<file path="src/design/mem_ui_pkg.sv">
package mem_ui_pkg;

  // controller user interface widths
  localparam int ui_addr_w = 27;
  localparam int ui_data_w = 64; // two 32-bit lanes

  // one beat per command, so app_addr steps by a full beat
  localparam logic [ui_addr_w-1:0] addr_inc = 27'd8;

  localparam logic [2:0] cmd_write = 3'b000;
  localparam logic [2:0] cmd_read  = 3'b001;

  localparam int pass_shift = 16;

  // --------------------
  // data pattern
  // --------------------

  // seed plus beat index plus the pass index moved into the upper half
  function automatic logic [31:0] pattern_word(input logic [31:0] seed,
                                               input logic [31:0] beat,
                                               input logic [15:0] pass);
    logic [31:0] pass_term;
    pass_term = 32'(pass) << pass_shift;
    return seed + beat + pass_term;
  endfunction

endpackage

</file>
<file path="src/design/tester_regs_pkg.sv">
package tester_regs_pkg;

  localparam int axil_addr_w = 6;

  // register map, all word aligned
  localparam logic [axil_addr_w-1:0] ctrl_ofs           = 6'h00;
  localparam logic [axil_addr_w-1:0] start_addr_ofs     = 6'h04;
  localparam logic [axil_addr_w-1:0] end_addr_ofs       = 6'h08; // inclusive
  localparam logic [axil_addr_w-1:0] passes_ofs         = 6'h0C;
  localparam logic [axil_addr_w-1:0] seed_ofs           = 6'h10;
  localparam logic [axil_addr_w-1:0] status_ofs         = 6'h14;
  localparam logic [axil_addr_w-1:0] pass_cnt_ofs       = 6'h18;
  localparam logic [axil_addr_w-1:0] err_cnt_ofs        = 6'h1C;
  localparam logic [axil_addr_w-1:0] first_err_addr_ofs = 6'h20;

  // ctrl bits, start clears itself
  localparam int ctrl_start_bit    = 0;
  localparam int ctrl_stop_err_bit = 1;

  // status bits
  localparam int status_busy_bit      = 0;
  localparam int status_done_bit      = 1;
  localparam int status_error_bit     = 2;
  localparam int status_heartbeat_bit = 3;

  localparam logic [1:0] axi_resp_okay = 2'b00;

endpackage

</file>
<file path="src/design/ui_traffic_gen.sv">
`timescale 1ns/1ps

module ui_traffic_gen import mem_ui_pkg::*; (
  input  logic                 clk,
  input  logic                 reset,
  input  logic                 pass_start,
  input  logic [ui_addr_w-1:0] start_addr,
  input  logic [ui_addr_w-1:0] end_addr,
  input  logic [31:0]          seed,
  input  logic [15:0]          pass_idx,
  input  logic                 app_rdy,
  input  logic                 app_wdf_rdy,
  output logic                 app_en,
  output logic                 app_wdf_wren,
  output logic                 app_wdf_end,
  output logic [2:0]           app_cmd,
  output logic [ui_addr_w-1:0] app_addr,
  output logic [ui_data_w-1:0] app_wdf_data,
  output logic                 issue_done,
  output logic [31:0]          rd_issued
);

  typedef enum logic [1:0] {
    st_idle,
    st_write,
    st_read,
    st_done
  } state_t;

  state_t      state;
  logic [31:0] beat_idx;
  logic [31:0] wr_word;
  logic        last_beat;
  logic        en_hold;
  logic        wren_hold;

  assign last_beat = (app_addr >= end_addr);

  // each request stays up until its own acceptance
  assign en_hold   = app_en && !app_rdy;
  assign wren_hold = app_wdf_wren && !app_wdf_rdy;

  assign wr_word      = pattern_word(seed, beat_idx, pass_idx);
  assign app_wdf_data = {2{wr_word}}; // same word in both lanes
  assign app_wdf_end  = app_wdf_wren;

  // --------------------
  // pass sequencing
  // --------------------

  always_ff @(posedge clk) begin
    if (reset) begin
      state        <= st_idle;
      app_en       <= 1'b0;
      app_wdf_wren <= 1'b0;
      issue_done   <= 1'b0;
      rd_issued    <= '0;
    end else if (pass_start) begin
      state        <= st_write;
      app_en       <= 1'b1;
      app_wdf_wren <= 1'b1;
      issue_done   <= 1'b0;
      rd_issued    <= '0;
    end else begin
      case (state)
        st_write: begin
          if (!en_hold && !wren_hold) begin
            if (last_beat) begin
              state        <= st_read; // back to start_addr for the read sweep
              app_en       <= 1'b1;
              app_wdf_wren <= 1'b0;
            end else begin
              app_en       <= 1'b1;
              app_wdf_wren <= 1'b1;
            end
          end else begin
            app_en       <= en_hold;
            app_wdf_wren <= wren_hold;
          end
        end
        st_read: begin
          if (app_rdy) begin
            rd_issued <= rd_issued + 32'd1;
            if (last_beat) begin
              app_en     <= 1'b0;
              issue_done <= 1'b1;
              state      <= st_done;
            end
          end
        end
        default: ; // idle and done wait for the next pass_start
      endcase
    end
  end

  // address, command and beat index carry no reset
  always_ff @(posedge clk) begin
    if (pass_start) begin
      app_addr <= start_addr;
      app_cmd  <= cmd_write;
      beat_idx <= '0;
    end else if (state == st_write && !en_hold && !wren_hold) begin
      if (last_beat) begin
        app_addr <= start_addr;
        app_cmd  <= cmd_read;
      end else begin
        app_addr <= app_addr + addr_inc;
        beat_idx <= beat_idx + 32'd1;
      end
    end else if (state == st_read && app_rdy && !last_beat) begin
      app_addr <= app_addr + addr_inc; // reads go out back to back
    end
  end

  // --------------------
  // assertions
  // --------------------

  a_cmd_stable: assert property (@(posedge clk) disable iff (reset)
    app_en && !app_rdy |=> $stable(app_addr) && $stable(app_cmd));

  a_wdata_stable: assert property (@(posedge clk) disable iff (reset)
    app_wdf_wren && !app_wdf_rdy |=> $stable(app_wdf_data));

endmodule

</file>
<file path="src/design/rd_data_checker.sv">
`timescale 1ns/1ps

module rd_data_checker import mem_ui_pkg::*; (
  input  logic                 clk,
  input  logic                 reset,
  input  logic                 pass_start,
  input  logic [ui_addr_w-1:0] start_addr,
  input  logic [31:0]          seed,
  input  logic [15:0]          pass_idx,
  input  logic                 app_rd_data_valid,
  input  logic [ui_data_w-1:0] app_rd_data,
  output logic [31:0]          rd_returned,
  output logic                 mismatch,
  output logic [ui_addr_w-1:0] mismatch_addr
);

  logic                 armed; // set by the first pass_start
  logic [ui_addr_w-1:0] exp_addr;
  logic [31:0]          exp_word;
  logic                 beat_bad;

  // returns come back in issue order, so the return count is the beat index
  assign exp_word = pattern_word(seed, rd_returned, pass_idx);
  assign beat_bad = (app_rd_data != {2{exp_word}});

  always_ff @(posedge clk) begin
    if (reset) begin
      armed       <= 1'b0;
      rd_returned <= '0;
      mismatch    <= 1'b0;
    end else begin
      mismatch <= 1'b0;
      if (pass_start) begin
        armed       <= 1'b1;
        rd_returned <= '0;
      end else if (app_rd_data_valid && armed) begin
        rd_returned <= rd_returned + 32'd1;
        mismatch    <= beat_bad;
      end
    end
  end

  always_ff @(posedge clk) begin
    if (pass_start) begin
      exp_addr <= start_addr;
    end else if (app_rd_data_valid) begin
      mismatch_addr <= exp_addr; // address of the beat just compared
      exp_addr      <= exp_addr + addr_inc;
    end
  end

  // --------------------
  // assertions
  // --------------------

  // nothing can be in flight before the generator has run a pass
  a_no_early_return: assert property (@(posedge clk) disable iff (reset)
    !armed |-> !app_rd_data_valid);

endmodule

</file>
<file path="src/design/tester_csr.sv">
`timescale 1ns/1ps

module tester_csr import mem_ui_pkg::*, tester_regs_pkg::*; (
  input  logic                   clk,
  input  logic                   reset,
  input  logic [axil_addr_w-1:0] s_awaddr,
  input  logic                   s_awvalid,
  output logic                   s_awready,
  input  logic [31:0]            s_wdata,
  input  logic [3:0]             s_wstrb,
  input  logic                   s_wvalid,
  output logic                   s_wready,
  output logic [1:0]             s_bresp,
  output logic                   s_bvalid,
  input  logic                   s_bready,
  input  logic [axil_addr_w-1:0] s_araddr,
  input  logic                   s_arvalid,
  output logic                   s_arready,
  output logic [31:0]            s_rdata,
  output logic [1:0]             s_rresp,
  output logic                   s_rvalid,
  input  logic                   s_rready,
  output logic                   pass_start,
  output logic [ui_addr_w-1:0]   start_addr,
  output logic [ui_addr_w-1:0]   end_addr,
  output logic [31:0]            seed,
  output logic [15:0]            pass_idx,
  input  logic                   issue_done,
  input  logic [31:0]            rd_issued,
  input  logic [31:0]            rd_returned,
  input  logic                   mismatch,
  input  logic [ui_addr_w-1:0]   mismatch_addr,
  output logic                   busy,
  output logic                   done,
  output logic                   error,
  output logic                   heartbeat
);

  logic                 stop_on_error;
  logic [31:0]          passes;
  logic [31:0]          pass_cnt;
  logic [31:0]          err_cnt;
  logic [ui_addr_w-1:0] first_err_addr;
  logic                 pass_active;
  logic                 pass_end;
  logic                 start_hit;
  logic [31:0]          rd_word;
  logic [31:0]          aw_old;
  logic [31:0]          wr_word;

  function automatic logic [31:0] reg_read(input logic [axil_addr_w-1:0] ofs);
    logic [31:0] word;
    word = '0; // unused offsets read zero
    case (ofs)
      ctrl_ofs:           word[ctrl_stop_err_bit] = stop_on_error;
      start_addr_ofs:     word = 32'(start_addr);
      end_addr_ofs:       word = 32'(end_addr);
      passes_ofs:         word = passes;
      seed_ofs:           word = seed;
      status_ofs: begin
        word[status_busy_bit]      = busy;
        word[status_done_bit]      = done;
        word[status_error_bit]     = error;
        word[status_heartbeat_bit] = heartbeat;
      end
      pass_cnt_ofs:       word = pass_cnt;
      err_cnt_ofs:        word = err_cnt;
      first_err_addr_ofs: word = 32'(first_err_addr);
      default: ;
    endcase
    return word;
  endfunction

  // --------------------
  // AXI4-Lite write
  // --------------------

  assign s_wready = s_awready; // address and data are taken together
  assign s_bresp  = axi_resp_okay;

  always_comb begin
    aw_old = reg_read(s_awaddr);
    for (int i = 0; i < 4; i++) begin
      wr_word[8*i +: 8] = s_wstrb[i] ? s_wdata[8*i +: 8] : aw_old[8*i +: 8];
    end
  end

  // a start is ignored while a run is in progress
  assign start_hit = s_awready && (s_awaddr == ctrl_ofs) && s_wstrb[0] &&
                     s_wdata[ctrl_start_bit] && !busy;

  always_ff @(posedge clk) begin
    if (reset) begin
      s_awready     <= 1'b0;
      s_bvalid      <= 1'b0;
      stop_on_error <= 1'b0;
    end else begin
      s_awready <= !s_awready && !s_bvalid && s_awvalid && s_wvalid;
      if (s_awready) begin
        s_bvalid <= 1'b1;
        if (s_awaddr == ctrl_ofs) stop_on_error <= wr_word[ctrl_stop_err_bit];
      end else if (s_bready) begin
        s_bvalid <= 1'b0;
      end
    end
  end

  always_ff @(posedge clk) begin
    if (s_awready) begin
      case (s_awaddr)
        start_addr_ofs: start_addr <= wr_word[ui_addr_w-1:0];
        end_addr_ofs:   end_addr   <= wr_word[ui_addr_w-1:0];
        passes_ofs:     passes     <= wr_word;
        seed_ofs:       seed       <= wr_word;
        default: ; // read-only and unused offsets
      endcase
    end
  end

  // --------------------
  // AXI4-Lite read
  // --------------------

  assign s_arready = !s_rvalid;
  assign s_rresp   = axi_resp_okay;

  always_comb rd_word = reg_read(s_araddr);

  always_ff @(posedge clk) begin
    if (reset)
      s_rvalid <= 1'b0;
    else if (s_arvalid && s_arready)
      s_rvalid <= 1'b1;
    else if (s_rready)
      s_rvalid <= 1'b0;
  end

  always_ff @(posedge clk) begin
    if (s_arvalid && s_arready) s_rdata <= rd_word;
  end

  // --------------------
  // pass sequencing
  // --------------------

  // the last read has come back once the return count catches up
  assign pass_end = pass_active && issue_done && (rd_returned == rd_issued);
  assign pass_idx = pass_cnt[15:0];

  always_ff @(posedge clk) begin
    if (reset) begin
      pass_start  <= 1'b0;
      pass_active <= 1'b0;
      busy        <= 1'b0;
      done        <= 1'b0;
      error       <= 1'b0;
      heartbeat   <= 1'b0;
      pass_cnt    <= '0;
      err_cnt     <= '0;
    end else begin
      pass_start <= 1'b0;
      if (start_hit) begin
        pass_start <= 1'b1;
        pass_cnt   <= '0;
        err_cnt    <= '0;
        error      <= 1'b0;
        done       <= 1'b0;
      end else begin
        if (pass_start) begin
          pass_active <= 1'b1;
          busy        <= 1'b1;
        end
        if (mismatch) begin
          error <= 1'b1;
          if (err_cnt != '1) err_cnt <= err_cnt + 32'd1; // saturates
        end
        if (pass_end) begin
          pass_active <= 1'b0;
          pass_cnt    <= pass_cnt + 32'd1;
          heartbeat   <= ~heartbeat;
          // a mismatch on the final beat arrives in this same cycle
          if ((pass_cnt + 32'd1 >= passes) || (stop_on_error && (error || mismatch))) begin
            busy <= 1'b0;
            done <= 1'b1;
          end else begin
            pass_start <= 1'b1;
          end
        end
      end
    end
  end

  always_ff @(posedge clk) begin
    if (mismatch && err_cnt == '0) first_err_addr <= mismatch_addr;
  end

  // the generator and checker must finish a pass before another begins
  a_no_restart_in_pass: assert property (@(posedge clk) disable iff (reset)
    pass_start && busy |-> issue_done && (rd_returned == rd_issued));

endmodule

</file>
<file path="src/design/mem_tester_top.sv">
`timescale 1ns/1ps

module mem_tester_top import mem_ui_pkg::*, tester_regs_pkg::*; (
  input  logic                   clk,
  input  logic                   reset,
  // register port
  input  logic [axil_addr_w-1:0] s_awaddr,
  input  logic                   s_awvalid,
  output logic                   s_awready,
  input  logic [31:0]            s_wdata,
  input  logic [3:0]             s_wstrb,
  input  logic                   s_wvalid,
  output logic                   s_wready,
  output logic [1:0]             s_bresp,
  output logic                   s_bvalid,
  input  logic                   s_bready,
  input  logic [axil_addr_w-1:0] s_araddr,
  input  logic                   s_arvalid,
  output logic                   s_arready,
  output logic [31:0]            s_rdata,
  output logic [1:0]             s_rresp,
  output logic                   s_rvalid,
  input  logic                   s_rready,
  // controller user interface
  input  logic                   app_rdy,
  output logic                   app_en,
  output logic [2:0]             app_cmd,
  output logic [ui_addr_w-1:0]   app_addr,
  input  logic                   app_wdf_rdy,
  output logic                   app_wdf_wren,
  output logic                   app_wdf_end,
  output logic [ui_data_w-1:0]   app_wdf_data,
  input  logic                   app_rd_data_valid,
  input  logic [ui_data_w-1:0]   app_rd_data,
  output logic                   error,
  output logic                   heartbeat,
  output logic                   busy
);

  logic                 pass_start;
  logic [ui_addr_w-1:0] start_addr;
  logic [ui_addr_w-1:0] end_addr;
  logic [31:0]          seed;
  logic [15:0]          pass_idx;
  logic                 issue_done;
  logic [31:0]          rd_issued;
  logic [31:0]          rd_returned;
  logic                 mismatch;
  logic [ui_addr_w-1:0] mismatch_addr;

  // done is seen through the status register only
  tester_csr u_csr (
    .clk, .reset,
    .s_awaddr, .s_awvalid, .s_awready, .s_wdata, .s_wstrb, .s_wvalid, .s_wready,
    .s_bresp, .s_bvalid, .s_bready,
    .s_araddr, .s_arvalid, .s_arready, .s_rdata, .s_rresp, .s_rvalid, .s_rready,
    .pass_start, .start_addr, .end_addr, .seed, .pass_idx,
    .issue_done, .rd_issued, .rd_returned, .mismatch, .mismatch_addr,
    .busy, .done(), .error, .heartbeat
  );

  ui_traffic_gen u_gen (
    .clk, .reset, .pass_start, .start_addr, .end_addr, .seed, .pass_idx,
    .app_rdy, .app_wdf_rdy, .app_en, .app_wdf_wren, .app_wdf_end,
    .app_cmd, .app_addr, .app_wdf_data, .issue_done, .rd_issued
  );

  rd_data_checker u_chk (
    .clk, .reset, .pass_start, .start_addr, .seed, .pass_idx,
    .app_rd_data_valid, .app_rd_data, .rd_returned, .mismatch, .mismatch_addr
  );

endmodule

</file>
<file path="config.mk">
export PLATFORM = sky130hd
export DESIGN_NAME = mem_tester_top
export DESIGN_NICKNAME = d
export VERILOG_FILES = /design/src/design/mem_ui_pkg.sv /design/src/design/tester_regs_pkg.sv /design/src/design/ui_traffic_gen.sv /design/src/design/rd_data_checker.sv /design/src/design/tester_csr.sv /design/src/design/mem_tester_top.sv
export SDC_FILE = /design/constraint.sdc
export NUM_CORES = 1
export LEC_CHECK = 0
export ABC_AREA = 1
export BUFFER_PORTS_ARGS = -buffer_cell sky130_fd_sc_hd__buf_2
export CORE_MARGIN = 2
export CORE_UTILIZATION = 35
export DETAILED_ROUTE_END_ITERATION = 7
export SETUP_SLACK_MARGIN = 0.1
export SLEW_MARGIN = 20
export SYNTH_ARGS = -nofsm -noshare
export SYNTH_HDL_FRONTEND = slang
export SYNTH_SLANG_ARGS = --single-unit
export TNS_END_PERCENT = 30
</file>
<file path="constraint.sdc">
create_clock -name clk -period 3.85 [get_ports clk]
set_input_delay 0 -clock clk [delete_from_list [all_inputs] [get_ports clk]]
set_output_delay 0 -clock clk [all_outputs]
set_load 0.05 [all_outputs]
</file>
* After elaboration in Yosys (flattened, before gate mapping)
Index checks and enable logic that the tools add are counted. W data, S select, Z words.
Storage, ports and cells: register bits 436, input port bits 122, output and inout port bits 141, logic and storage cells 186
Operators by class: $add $sub $neg 11, $lt $le $gt $ge 2, eq/ne operators 29, mux-type cells 45, bitwise operators 5, reduce and logical (&&, ||, !) cells 62
Operator list (number):
- $pmux W28 S7 | 2
- $mux W27 | 6
- $add A32 B1 Y32 const B | 5
- $add A32 B32 Y32 | 4
- $ne A64 B64 Y1 | 1
- $add A27 B4 Y27 const B | 2
- $eq A6 B5 Y1 const B | 8
- $eq A32 B32 Y1 | 1
- $ge A32 B32 Y1 | 1
- $logic_not A32 Y1 | 1
- $mux W8 | 4
- $ne A32 B32 Y1 const B | 1
- $pmux W2 S8 | 2
- $ge A27 B27 Y1 | 1
- $reduce_and A2 Y1 | 13
- $eq A6 B4 Y1 const B | 4
- $mux W1 | 21
- $logic_and A1 B1 Y1 | 20
- $pmux W1 S8 | 2
- $eq A6 B3 Y1 const B | 2
- $eq A6 B6 Y1 const B | 2
- $logic_not A6 Y1 | 2
- $reduce_bool A2 Y1 | 6
- $reduce_and A5 Y1 | 2
- other kinds (18) | 41

* Longest topological paths before layout
Gate-level depths: netlist (run 1).
depth after elaboration 7, depth in mapped cells 23, gate-level depth less buffers 23

* Cells and area by module
Synthesis (run 1) repeated with hierarchy kept, for this count alone.
Second synthesis, totals: cell total of the unflattened synthesis 4257, area total of the unflattened synthesis 31471.4 um^2
By module, submodules not included:
- tester_csr | times used 1, cells an instance 1827, area an instance 14557.7 um^2, seq. area each 6796.5 um^2
- ui_traffic_gen | times used 1, cells an instance 1211, area an instance 8605.8 um^2, seq. area each 2212.1 um^2
- rd_data_checker | times used 1, cells an instance 1219, area an instance 8308.0 um^2, seq. area each 2302.2 um^2

* Worst setup path after synthesis (run 1)
No wires, ideal clock.
path kind register to output, start reg u_csr.seed[3], end out app_wdf_data[53], data arrival time 3428 ps, required time 3850 ps, setup slack 422 ps, stages on the path, launching flop included 13, buffers on the path 1, cell sequence edfxtp_1 > ha_1 > ha_1 > nand2_1 > o21a_1 > o21ai_0 > a31oi_1 > o21ai_0 > nand2_1 > nand2_1 > a21boi_0 > xnor2_1 > buf_4
On the way: word-level cells in the longest chain between the ends 2
RTL lines:
- start, declared | line tester_csr.sv:26 | output logic [31:0] seed,
- start signal, assigned | line tester_csr.sv:114 | seed_ofs: seed <= wr_word;
- $add A32 B32 Y32 (2 in series) | line mem_ui_pkg.sv:25 | return seed + beat + pass_term;
- end, declared | line mem_tester_top.sv:32 | output logic [ui_data_w-1:0] app_wdf_data,
No other way between the ends.

* Worst setup path in the final report (run 1)
start reg u_csr.pass_cnt[4], end out app_wdf_data[62]
On the way: word-level cells in the longest chain between the ends 1
RTL lines:
- start, declared | line tester_csr.sv:41 | logic [31:0] pass_cnt;
- start signal, assigned | line tester_csr.sv:179 | pass_cnt <= pass_cnt + 32'd1;
- $add A32 B32 Y32 | line mem_ui_pkg.sv:25
No other way between the ends.

==> flow_summary.json, run 1 <==
{
  "run_status": "finished, final reports clean",
  "combinationalPowerShare": 0.168,
  "post_layout_nonfiller_instances": 5380,
  "floorplan.die_area_sq_um": 86900,
  "global_route.peak_usage_layer": "met2",
  "post-synth-top-area-fraction": 0.262,
  "aggregate_global_route_resource_usage": 0.271,
  "synth_async_sr_flop_share": 0,
  "crit_arrival_ps": 3710,
  "finalPower_mw": 13.2,
  "fp.dieH_um": 295,
  "postSynthCellCount": 3819,
  "period_share": 0.963,
  "routed_via_density": 5.39,
  "max_freq_ghz": 0.270,
  "via_count_of_the_first_global_routing_pass": 26666,
  "clock-root-buffer": "sky130_fd_sc_hd__clkbuf_16",
  "predominant_post_synthesis_flop_cell": "sky130_fd_sc_hd__edfxtp_1",
  "worstPathRequired_ps": 3850,
  "min_path_type": "input pin to register",
  "report.final.setup_viol": 0,
  "initial_antenna_violation_count": 6,
  "hold_viol": 0,
  "net-switching-power_mw": 3.97,
  "post_route_drc_violation_count": 0,
  "nets": 4517,
  "post_synthesis_average_cell_area_sq_um": 7.75,
  "drc_marker_count_from_the_first_detailed_route_iteration": 3146,
  "grt_use_met2": 0.439,
  "antenna_cells_inserted": 0,
  "routedWlPerCell_um": 22.5,
  "detailedRoute.firstPassIterationCount": 8,
  "cellPowerDensity_nw_per_um2": 369,
  "power_leakage_nw": 15.4,
  "netlist_area_sq_um": 29600,
  "layout-area-overhead-vs-synth_pct": 21.0,
  "layout-drive-gt1-share": 0.137,
  "tns_ps": 0,
  "p_clk_frac": 0.427,
  "fillers": 8495,
  "final_area_sq_um": 35800,
  "power.sequential.fraction": 0.406,
  "worstSetupStartpointType": "register",
  "cap_viol_max_count": 0,
  "global_route.overflow_total": 0,
  "clk_path_buf_depth": 3,
  "critPathKind": "register to primary output",
  "gpl.final_weighted_congestion": 0.999,
  "final_slew_violations": 0,
  "clock_tree.htree_level_count": 2,
  "critPathMaxFanout": 6,
  "synth_seq_cells": 436,
  "yosys_warnings": 0,
  "numCtsBuffers": 51,
  "core_area_sq_um": 83700,
  "initial_utilization": 0.354,
  "antenna_left": 0,
  "ioPinCount": 263,
  "synth_top_area_cells": "sky130_fd_sc_hd__edfxtp_1 (26%), sky130_fd_sc_hd__dfxtp_1 (12%), sky130_fd_sc_hd__nand2_1 (11%), sky130_fd_sc_hd__ha_1 (6.7%), sky130_fd_sc_hd__inv_1 (6.6%)",
  "placedInstanceArea_sq_um": 32400,
  "detailed_place_hpwl_um": 96200,
  "synth_top_cell_by_area": "sky130_fd_sc_hd__edfxtp_1",
  "cell_internal_pwr_mw": 9.24,
  "wire_length_of_the_first_global_routing_pass_um": 174000,
  "detailroute.via_count": 28980,
  "routed_wl_um": 121000,
  "met3_usage": 0.0466,
  "share_of_the_core_filled_with_cells_in_the_final_layout": 0.428,
  "cts_tree": "done",
  "worst-slew-pin-transition_ps": 1020,
  "power.share.switching": 0.301,
  "number_of_buffer_cells_added_on_primary_ports": 256,
  "cts.sinks": 436,
  "dp_cells": 5170,
  "maximum_number_of_pins_on_one_net_before_global_route_repair": 52,
  "maximum_ir_drop_on_the_vdd_rail_v": 0.000369,
  "headroom_to_the_max_slew_limit": 0.321,
  "end_kind": "primary output",
  "use_met1": 0.360,
  "final_period_minus_worst_setup_slack_ps": 3710,
  "rsz0062_at_grt": "yes",
  "worst_setup_hold_path_clk_slew_ps": 60,
  "fp.dieW_um": 295,
  "fin_worst_skew_ps": 28.7,
  "clock_insertion_delay_worst_skew_ps": 620,
  "row_count": 106,
  "synth_edf_count": 258,
  "yosysUniqueCellTypes": 60,
  "synth_sequential_area_ratio": 0.382
}
[Yosys cell counts (all sizes together), types with 18 or more instances]
cell type and count:
nand2 888, inv 530, nor2 338, edfxtp 258, a21oi 231, o21ai 179
dfxtp 178, nand3 175, ha 159, xor2 130, nor3 119, o22ai 75
clkbuf 73, nand4 59, buf 48, nor4 46, a22oi 44, o2111ai 38
xnor2 37, fa 32, a31oi 28, nand3b 28, a211oi 19, a221oi 18
[placed cells by master (no fill, tap or decap), types with 12 or more instances in the layout]
cell,instances
sky130_fd_sc_hd__ha_4,13
sky130_fd_sc_hd__nand2_2,14
sky130_fd_sc_hd__nor4_1,46
sky130_fd_sc_hd__a211oi_1,18
sky130_fd_sc_hd__xnor2_1,36
sky130_fd_sc_hd__nand3_1,169
sky130_fd_sc_hd__inv_1,522
sky130_fd_sc_hd__o211ai_1,13
sky130_fd_sc_hd__nand3b_1,28
sky130_fd_sc_hd__dlygate4sd3_1,68
sky130_fd_sc_hd__o2111ai_1,38
sky130_fd_sc_hd__nor2_1,312
sky130_fd_sc_hd__a221oi_1,18
sky130_fd_sc_hd__fa_1,31
sky130_fd_sc_hd__ha_1,146
sky130_fd_sc_hd__o22ai_1,75
sky130_fd_sc_hd__bufinv_16,13
sky130_fd_sc_hd__a31oi_1,27
sky130_fd_sc_hd__xor2_1,118
sky130_fd_sc_hd__o21ai_0,175
sky130_fd_sc_hd__nand2_1,874
sky130_fd_sc_hd__nand4_1,57
sky130_fd_sc_hd__a21oi_1,227
sky130_fd_sc_hd__dfxtp_1,172
sky130_fd_sc_hd__edfxtp_1,258
sky130_fd_sc_hd__clkinv_1,12
sky130_fd_sc_hd__nor2_2,17
sky130_fd_sc_hd__buf_4,124
sky130_fd_sc_hd__clkbuf_16,52
sky130_fd_sc_hd__buf_2,238
sky130_fd_sc_hd__nor3_1,110
sky130_fd_sc_hd__a22oi_1,44
[routing by layer]
layer / vias to the layer above / share of wire / wire length, um
li1: 13683 / - / -
met1: 13670 / 0.42 / 50700
met2: 1387 / 0.45 / 54900
met3: 234 / 0.089 / 10800
met4: 6 / 0.040 / 4830
met5: - / 0.00039 / 47
[cells by family (layout without fill, tap and decap cells)]
family,Yosys count,after routing,share of synthesized area
DFF,436,436,0.382
AOI/OAI and AO/OA,674,674,0.135
other,1,6,0.000127
xor gates and xnor gates,179,179,0.0588
and+or+nand+nor,1680,1680,0.247
buffers and inverters,658,1080,0.0888
adders and majority gates,191,191,0.0888
[critical path, cell delays in order (launching register included)]
cell,delay (ps)
sky130_fd_sc_hd__dfxtp_1,550
sky130_fd_sc_hd__buf_4,230
sky130_fd_sc_hd__fa_1,440
sky130_fd_sc_hd__ha_1,400
sky130_fd_sc_hd__nand2_1,160
sky130_fd_sc_hd__o21a_1,180
sky130_fd_sc_hd__o21ai_0,100
sky130_fd_sc_hd__a221oi_1,290
sky130_fd_sc_hd__o21ai_1,170
sky130_fd_sc_hd__xor2_1,180
sky130_fd_sc_hd__buf_4,160
sky130_fd_sc_hd__clkbuf_4,230
[registers in the layout, summed over array words and instances, names as in the netlist, 2 cells and up]
| name | flops |
|---|---|
| u_chk.mismatch_addr | 27 |
| u_gen.rd_issued | 32 |
| u_csr.s_rdata | 32 |
| u_csr.passes | 32 |
| u_csr.start_addr | 27 |
| u_csr.pass_cnt | 32 |
| u_chk.rd_returned | 32 |
| u_chk.exp_addr | 27 |
| u_csr.first_err_addr | 27 |
| u_gen.app_addr | 27 |
| u_csr.end_addr | 27 |
| u_gen.state | 2 |
| u_csr.seed | 32 |
| u_gen.beat_idx | 32 |
| u_csr.err_cnt | 32 |
[metrics by stage]
| stage | hold WS, ps | setup slack, ps |
|---|---|---|
| finish | 9.07 | 141 |
| CTS | 0.590 | 41.5 |
| floorplan | 104 | 422 |
| global placement | 193 | 177 |
| global route | 50.1 | 34.4 |
| detailed placement | 196 | 168 |
[repair_timing]
item / 4_1_cts / 5_1_grt
endpoints found under the hold margin: 112 / 0
setup buffers: 7 / 40
gates cloned: 0 / 0
gates resized for setup: 20 / 75
endpoints found under the setup margin: 18 / 30
hold buffers: 68 / 0
pin swaps: 2 / 13
[power groups by stage]
stage                     Sequential [mW]  Combinational [mW]  Clock [mW]
after floorplan                      5.75                1.26           0
after global placement               5.46                2.12           0
after detailed placement             5.46                2.13           0
after CTS                            5.36                2.20        5.70
after global routing                 5.39                2.39        5.87
final                                5.36                2.21        5.63
[final timing paths]
path | depth (start not counted) | start | slack, ps | endpoint
worst min-delay path | 7 | app_rd_data[38] | 9 | u_chk.mismatch
worst min register to register | 0 | u_chk.mismatch_addr[9] | 420 | u_csr.first_err_addr[9]
worst max-delay path | 11 | u_csr.pass_cnt[4] | 140 | app_wdf_data[62]
worst max register to register | 22 | u_csr.pass_cnt[1] | 230 | u_csr.pass_start
[area by class of cell]
type / instances / area, sq um / area share
inverter: 537 / 2020 / 0.0563
tap: 1134 / 1420 / 0.0396
multi-input combinational: 2730 / 16100 / 0.450
clock buffer: 58 / 1350 / 0.0378
timing repair buffer: 448 / 3020 / 0.0842
clock inverter: 37 / 586 / 0.0163
sequential: 436 / 11300 / 0.316
(Power assumes the default switching activity.)
==> inputs of run 2 (changes only) <==
SYNTH_HIERARCHICAL = 1   (was unset)
==> run 2 against run 1 <==
  * Register-to-register slack improved by 200 ps
  * Global-route usage decreased by 2.0 points
  * First-iteration DRC count increased by 1.4%
  * Highest routed layer unchanged
==> flow_summary.json, run 2 <==
{
  "crit-reg2reg-capture": "u_chk/mismatch",
  "hold_viol": 0,
  "most-common-layout-cells": "sky130_fd_sc_hd__nand2_1 (1130), sky130_fd_sc_hd__inv_1 (583), sky130_fd_sc_hd__nor2_1 (427)",
  "end_kind": "primary output",
  "final.hold.worst_slack_ps": 15.3,
  "multiplexer_share_of_the_synthesized_area": 0,
  "whs_endpoint": "u_chk/mismatch",
  "routed_via_density": 5.21,
  "yosys.area_share.simple": 0.297,
  "routedWlPerCell_um": 20.7,
  "post_synthesis_average_cell_area_sq_um": 7.39,
  "clock-root-buffer": "sky130_fd_sc_hd__clkbuf_16",
  "via_count_of_the_first_global_routing_pass": 27989,
  "post-synth-top-area-fraction": 0.246,
  "post_route_drc_violation_count": 0,
  "crit_arrival_ps": 3600,
  "fp.dieH_um": 304,
  "synth_top_family_by_area": "simple AND/OR/NAND/NOR gates",
  "routed_wl_um": 120000,
  "layout-drive-gt1-share": 0.132,
  "ys_top_cells_by_count": "sky130_fd_sc_hd__nand2_1 (1130), sky130_fd_sc_hd__inv_1 (584), sky130_fd_sc_hd__nor2_1 (433)",
  "clock_tree.htree_level_count": 2,
  "floorplan.die_area_sq_um": 92300,
  "fp.dieW_um": 304,
  "maximum_ir_drop_on_the_vdd_rail_v": 0.000309,
  "netlist_area_sq_um": 31500,
  "layout-area-overhead-vs-synth_pct": 16.5,
  "r2r_start": "u_csr/seed[19]",
  "combinationalPowerShare": 0.172,
  "worstPathRequired_ps": 3850,
  "tns_ps": 0,
  "report.final.setup_viol": 0,
  "initial_utilization": 0.354,
  "postSynthCellCount": 4257,
  "pre_cts_slack_ps": 467,
  "cts.sinks": 436,
  "ioPinCount": 263,
  "min_path_type": "input pin to register",
  "detailed_place_hpwl_um": 95800,
  "maximum_number_of_pins_on_one_net_before_global_route_repair": 48,
  "postLayoutSetupSlackWorst_ps": 246,
  "layout_commonest_cell": "sky130_fd_sc_hd__nand2_1",
  "number_of_buffer_cells_added_on_primary_ports": 256,
  "worst_setup_hold_path_clk_slew_ps": 70,
  "power.share.switching": 0.306,
  "adder_cell_share_of_the_synthesized_area": 0.0836,
  "global_route.overflow_total": 0,
  "synth-compound-area-share": 0.105,
  "rsz0062_at_grt": "yes",
  "synth_seq_cells": 436,
  "worstSetupStartpointType": "register",
  "critPathKind": "register to primary output",
  "row_count": 109,
  "yosysUniqueCellTypes": 67,
  "wire_length_of_the_first_global_routing_pass_um": 176000,
  "yosys_warnings": 6,
  "synth_sequential_area_ratio": 0.359,
  "initial_antenna_violation_count": 8,
  "numCtsBuffers": 51,
  "core_area_sq_um": 88800,
  "cts_tree": "done",
  "reg2regPathDepth": 18,
  "p_clk_frac": 0.405,
  "headroom_to_the_max_slew_limit": 0.290,
  "min_delay_path_depth": 9,
  "critPathMaxFanout": 4,
  "synth_top_cell_by_area": "sky130_fd_sc_hd__edfxtp_1",
  "final_period_minus_worst_setup_slack_ps": 3600,
  "final_slew_violations": 0,
  "detailedRoute.firstPassIterationCount": 6,
  "clock_insertion_delay_worst_skew_ps": 620,
  "power.sequential.fraction": 0.424,
  "synth_async_sr_flop_share": 0,
  "synth_edf_count": 258,
  "net-switching-power_mw": 3.91,
  "predominant_post_synthesis_flop_cell": "sky130_fd_sc_hd__edfxtp_1",
  "post_synth_xor_area_fraction": 0.0542,
  "gpl.final_weighted_congestion": 0.975,
  "worst-slew-pin-transition_ps": 1060,
  "run_status": "finished, final reports clean",
  "drc_marker_count_from_the_first_detailed_route_iteration": 3190,
  "detailroute.via_count": 30166,
  "cell_internal_pwr_mw": 8.87,
  "fillers": 9177,
  "power_leakage_nw": 16.3,
  "fin_worst_skew_ps": 22.9,
  "r2r_slack_ps": 430,
  "hold_path_startpoint": "app_rd_data[41]",
  "nets": 4899,
  "period_share": 0.936,
  "share_of_the_core_filled_with_cells_in_the_final_layout": 0.413,
  "clk_path_buf_depth": 3,
  "max_freq_ghz": 0.277,
  "cap_viol_max_count": 0,
  "cellPowerDensity_nw_per_um2": 348,
  "synth_top_area_cells": "sky130_fd_sc_hd__edfxtp_1 (25%), sky130_fd_sc_hd__nand2_1 (13%), sky130_fd_sc_hd__dfxtp_1 (11%), sky130_fd_sc_hd__inv_1 (7.0%), sky130_fd_sc_hd__ha_1 (6.3%)",
  "antenna_left": 0,
  "post-synth-top-count-cell": "sky130_fd_sc_hd__nand2_1",
  "aggregate_global_route_resource_usage": 0.251
}
==> run 2: critical path, stage by stage, from the launching register on <==
cell and delay (ps):
sky130_fd_sc_hd__edfxtp_1 580, sky130_fd_sc_hd__fa_1 570, sky130_fd_sc_hd__ha_1 420, sky130_fd_sc_hd__nand2_1 150
sky130_fd_sc_hd__nor4_1 270, sky130_fd_sc_hd__buf_4 180, sky130_fd_sc_hd__nand3_1 80, sky130_fd_sc_hd__nand3_1 160
sky130_fd_sc_hd__nand2_1 70, sky130_fd_sc_hd__nand2_1 70, sky130_fd_sc_hd__xor2_1 170, sky130_fd_sc_hd__buf_2 290
==> run 2: kinds of logic (layout without fill, tap and decap cells) <==
group / Yosys count / count (layout)
simple gates: 2118 / 2118
flops: 436 / 436
buf+inv: 760 / 1128
compound gates: 571 / 571
xor+xnor: 179 / 179
other cells: 2 / 7
fa+ha+maj: 191 / 191
==> run 2: layer usage <==
| metal | part of all wire | wire length (um) | vias up | track usage |
|---|---|---|---|---|
| met2 | 0.45 | 54500 | 1279 | 0.412 |
| met1 | 0.44 | 52600 | 14102 | 0.342 |
| li1 | - | - | 14621 | - |
| met5 | 0.00027 | 32 | - | 0 |
| met4 | 0.024 | 2840 | 4 | 0.0648 |
| met3 | 0.084 | 10100 | 160 | 0.0418 |
==> run 2: final cells by class <==
| class | instances | area (sq um) | share of cell area |
|---|---|---|---|
| Sequential cell | 436 | 11300 | 0.309 |
| Clock buffer | 61 | 1370 | 0.0373 |
| Tap cell | 1165 | 1460 | 0.0397 |
| Multi-Input combinational cell | 3065 | 17100 | 0.466 |
| Timing Repair Buffer | 416 | 2730 | 0.0744 |
| Clock inverter | 35 | 397 | 0.0108 |
| Inverter | 616 | 2310 | 0.0631 |
| Antenna cell | 1 | 2.50 | 0.0000682 |
==> run 2: worst max path at each step <==
| stage | from | to | slack [ps] | depth (start not counted) |
|---|---|---|---|---|
| after floorplan | u_csr/s_awready | u_csr/seed[0] | 220 | 2 |
| after global routing | u_csr/seed[19] | app_wdf_data[28] | 90 | 9 |
| after CTS | u_csr/seed[2] | app_wdf_data[22] | 100 | 13 |
| after detailed placement | u_csr/seed[1] | app_wdf_data[51] | 470 | 12 |
| after global placement | u_csr/seed[16] | u_chk/mismatch | 500 | 17 |
| final | u_csr/seed[21] | app_wdf_data[59] | 250 | 11 |
==> run 2: metrics by stage <==
step           area, sq um  power [mW]  std cells
2_1_floorplan        31500        7.01       4261
3_3_place_gp         33900        7.61       5600
3_5_place_dp         33900        7.63       5600
4_1_cts              36500        12.9       5784
5_1_grt              36700        13.3       5795
6_report             36700        12.8       5795
==> run 2: power by group through the flow <==
| stage | registers (mW) | logic (mW) | clock network, mW |
|---|---|---|---|
| floorplan | 5.80 | 1.20 | 0 |
| global placement | 5.51 | 2.10 | 0 |
| detailed placement | 5.51 | 2.12 | 0 |
| CTS | 5.41 | 2.19 | 5.26 |
| global route | 5.44 | 2.39 | 5.42 |
| finish | 5.41 | 2.19 | 5.17 |
==> run 2: timing repair <==
action                                  4_1_cts  5_1_grt
endpoints found under the setup margin       26       24
endpoints found under the hold margin       135        0
pin swaps                                     0        2
setup buffers                                 5       10
hold buffers                                 83        0
gates cloned                                  0        0
resized for setup                             2       22
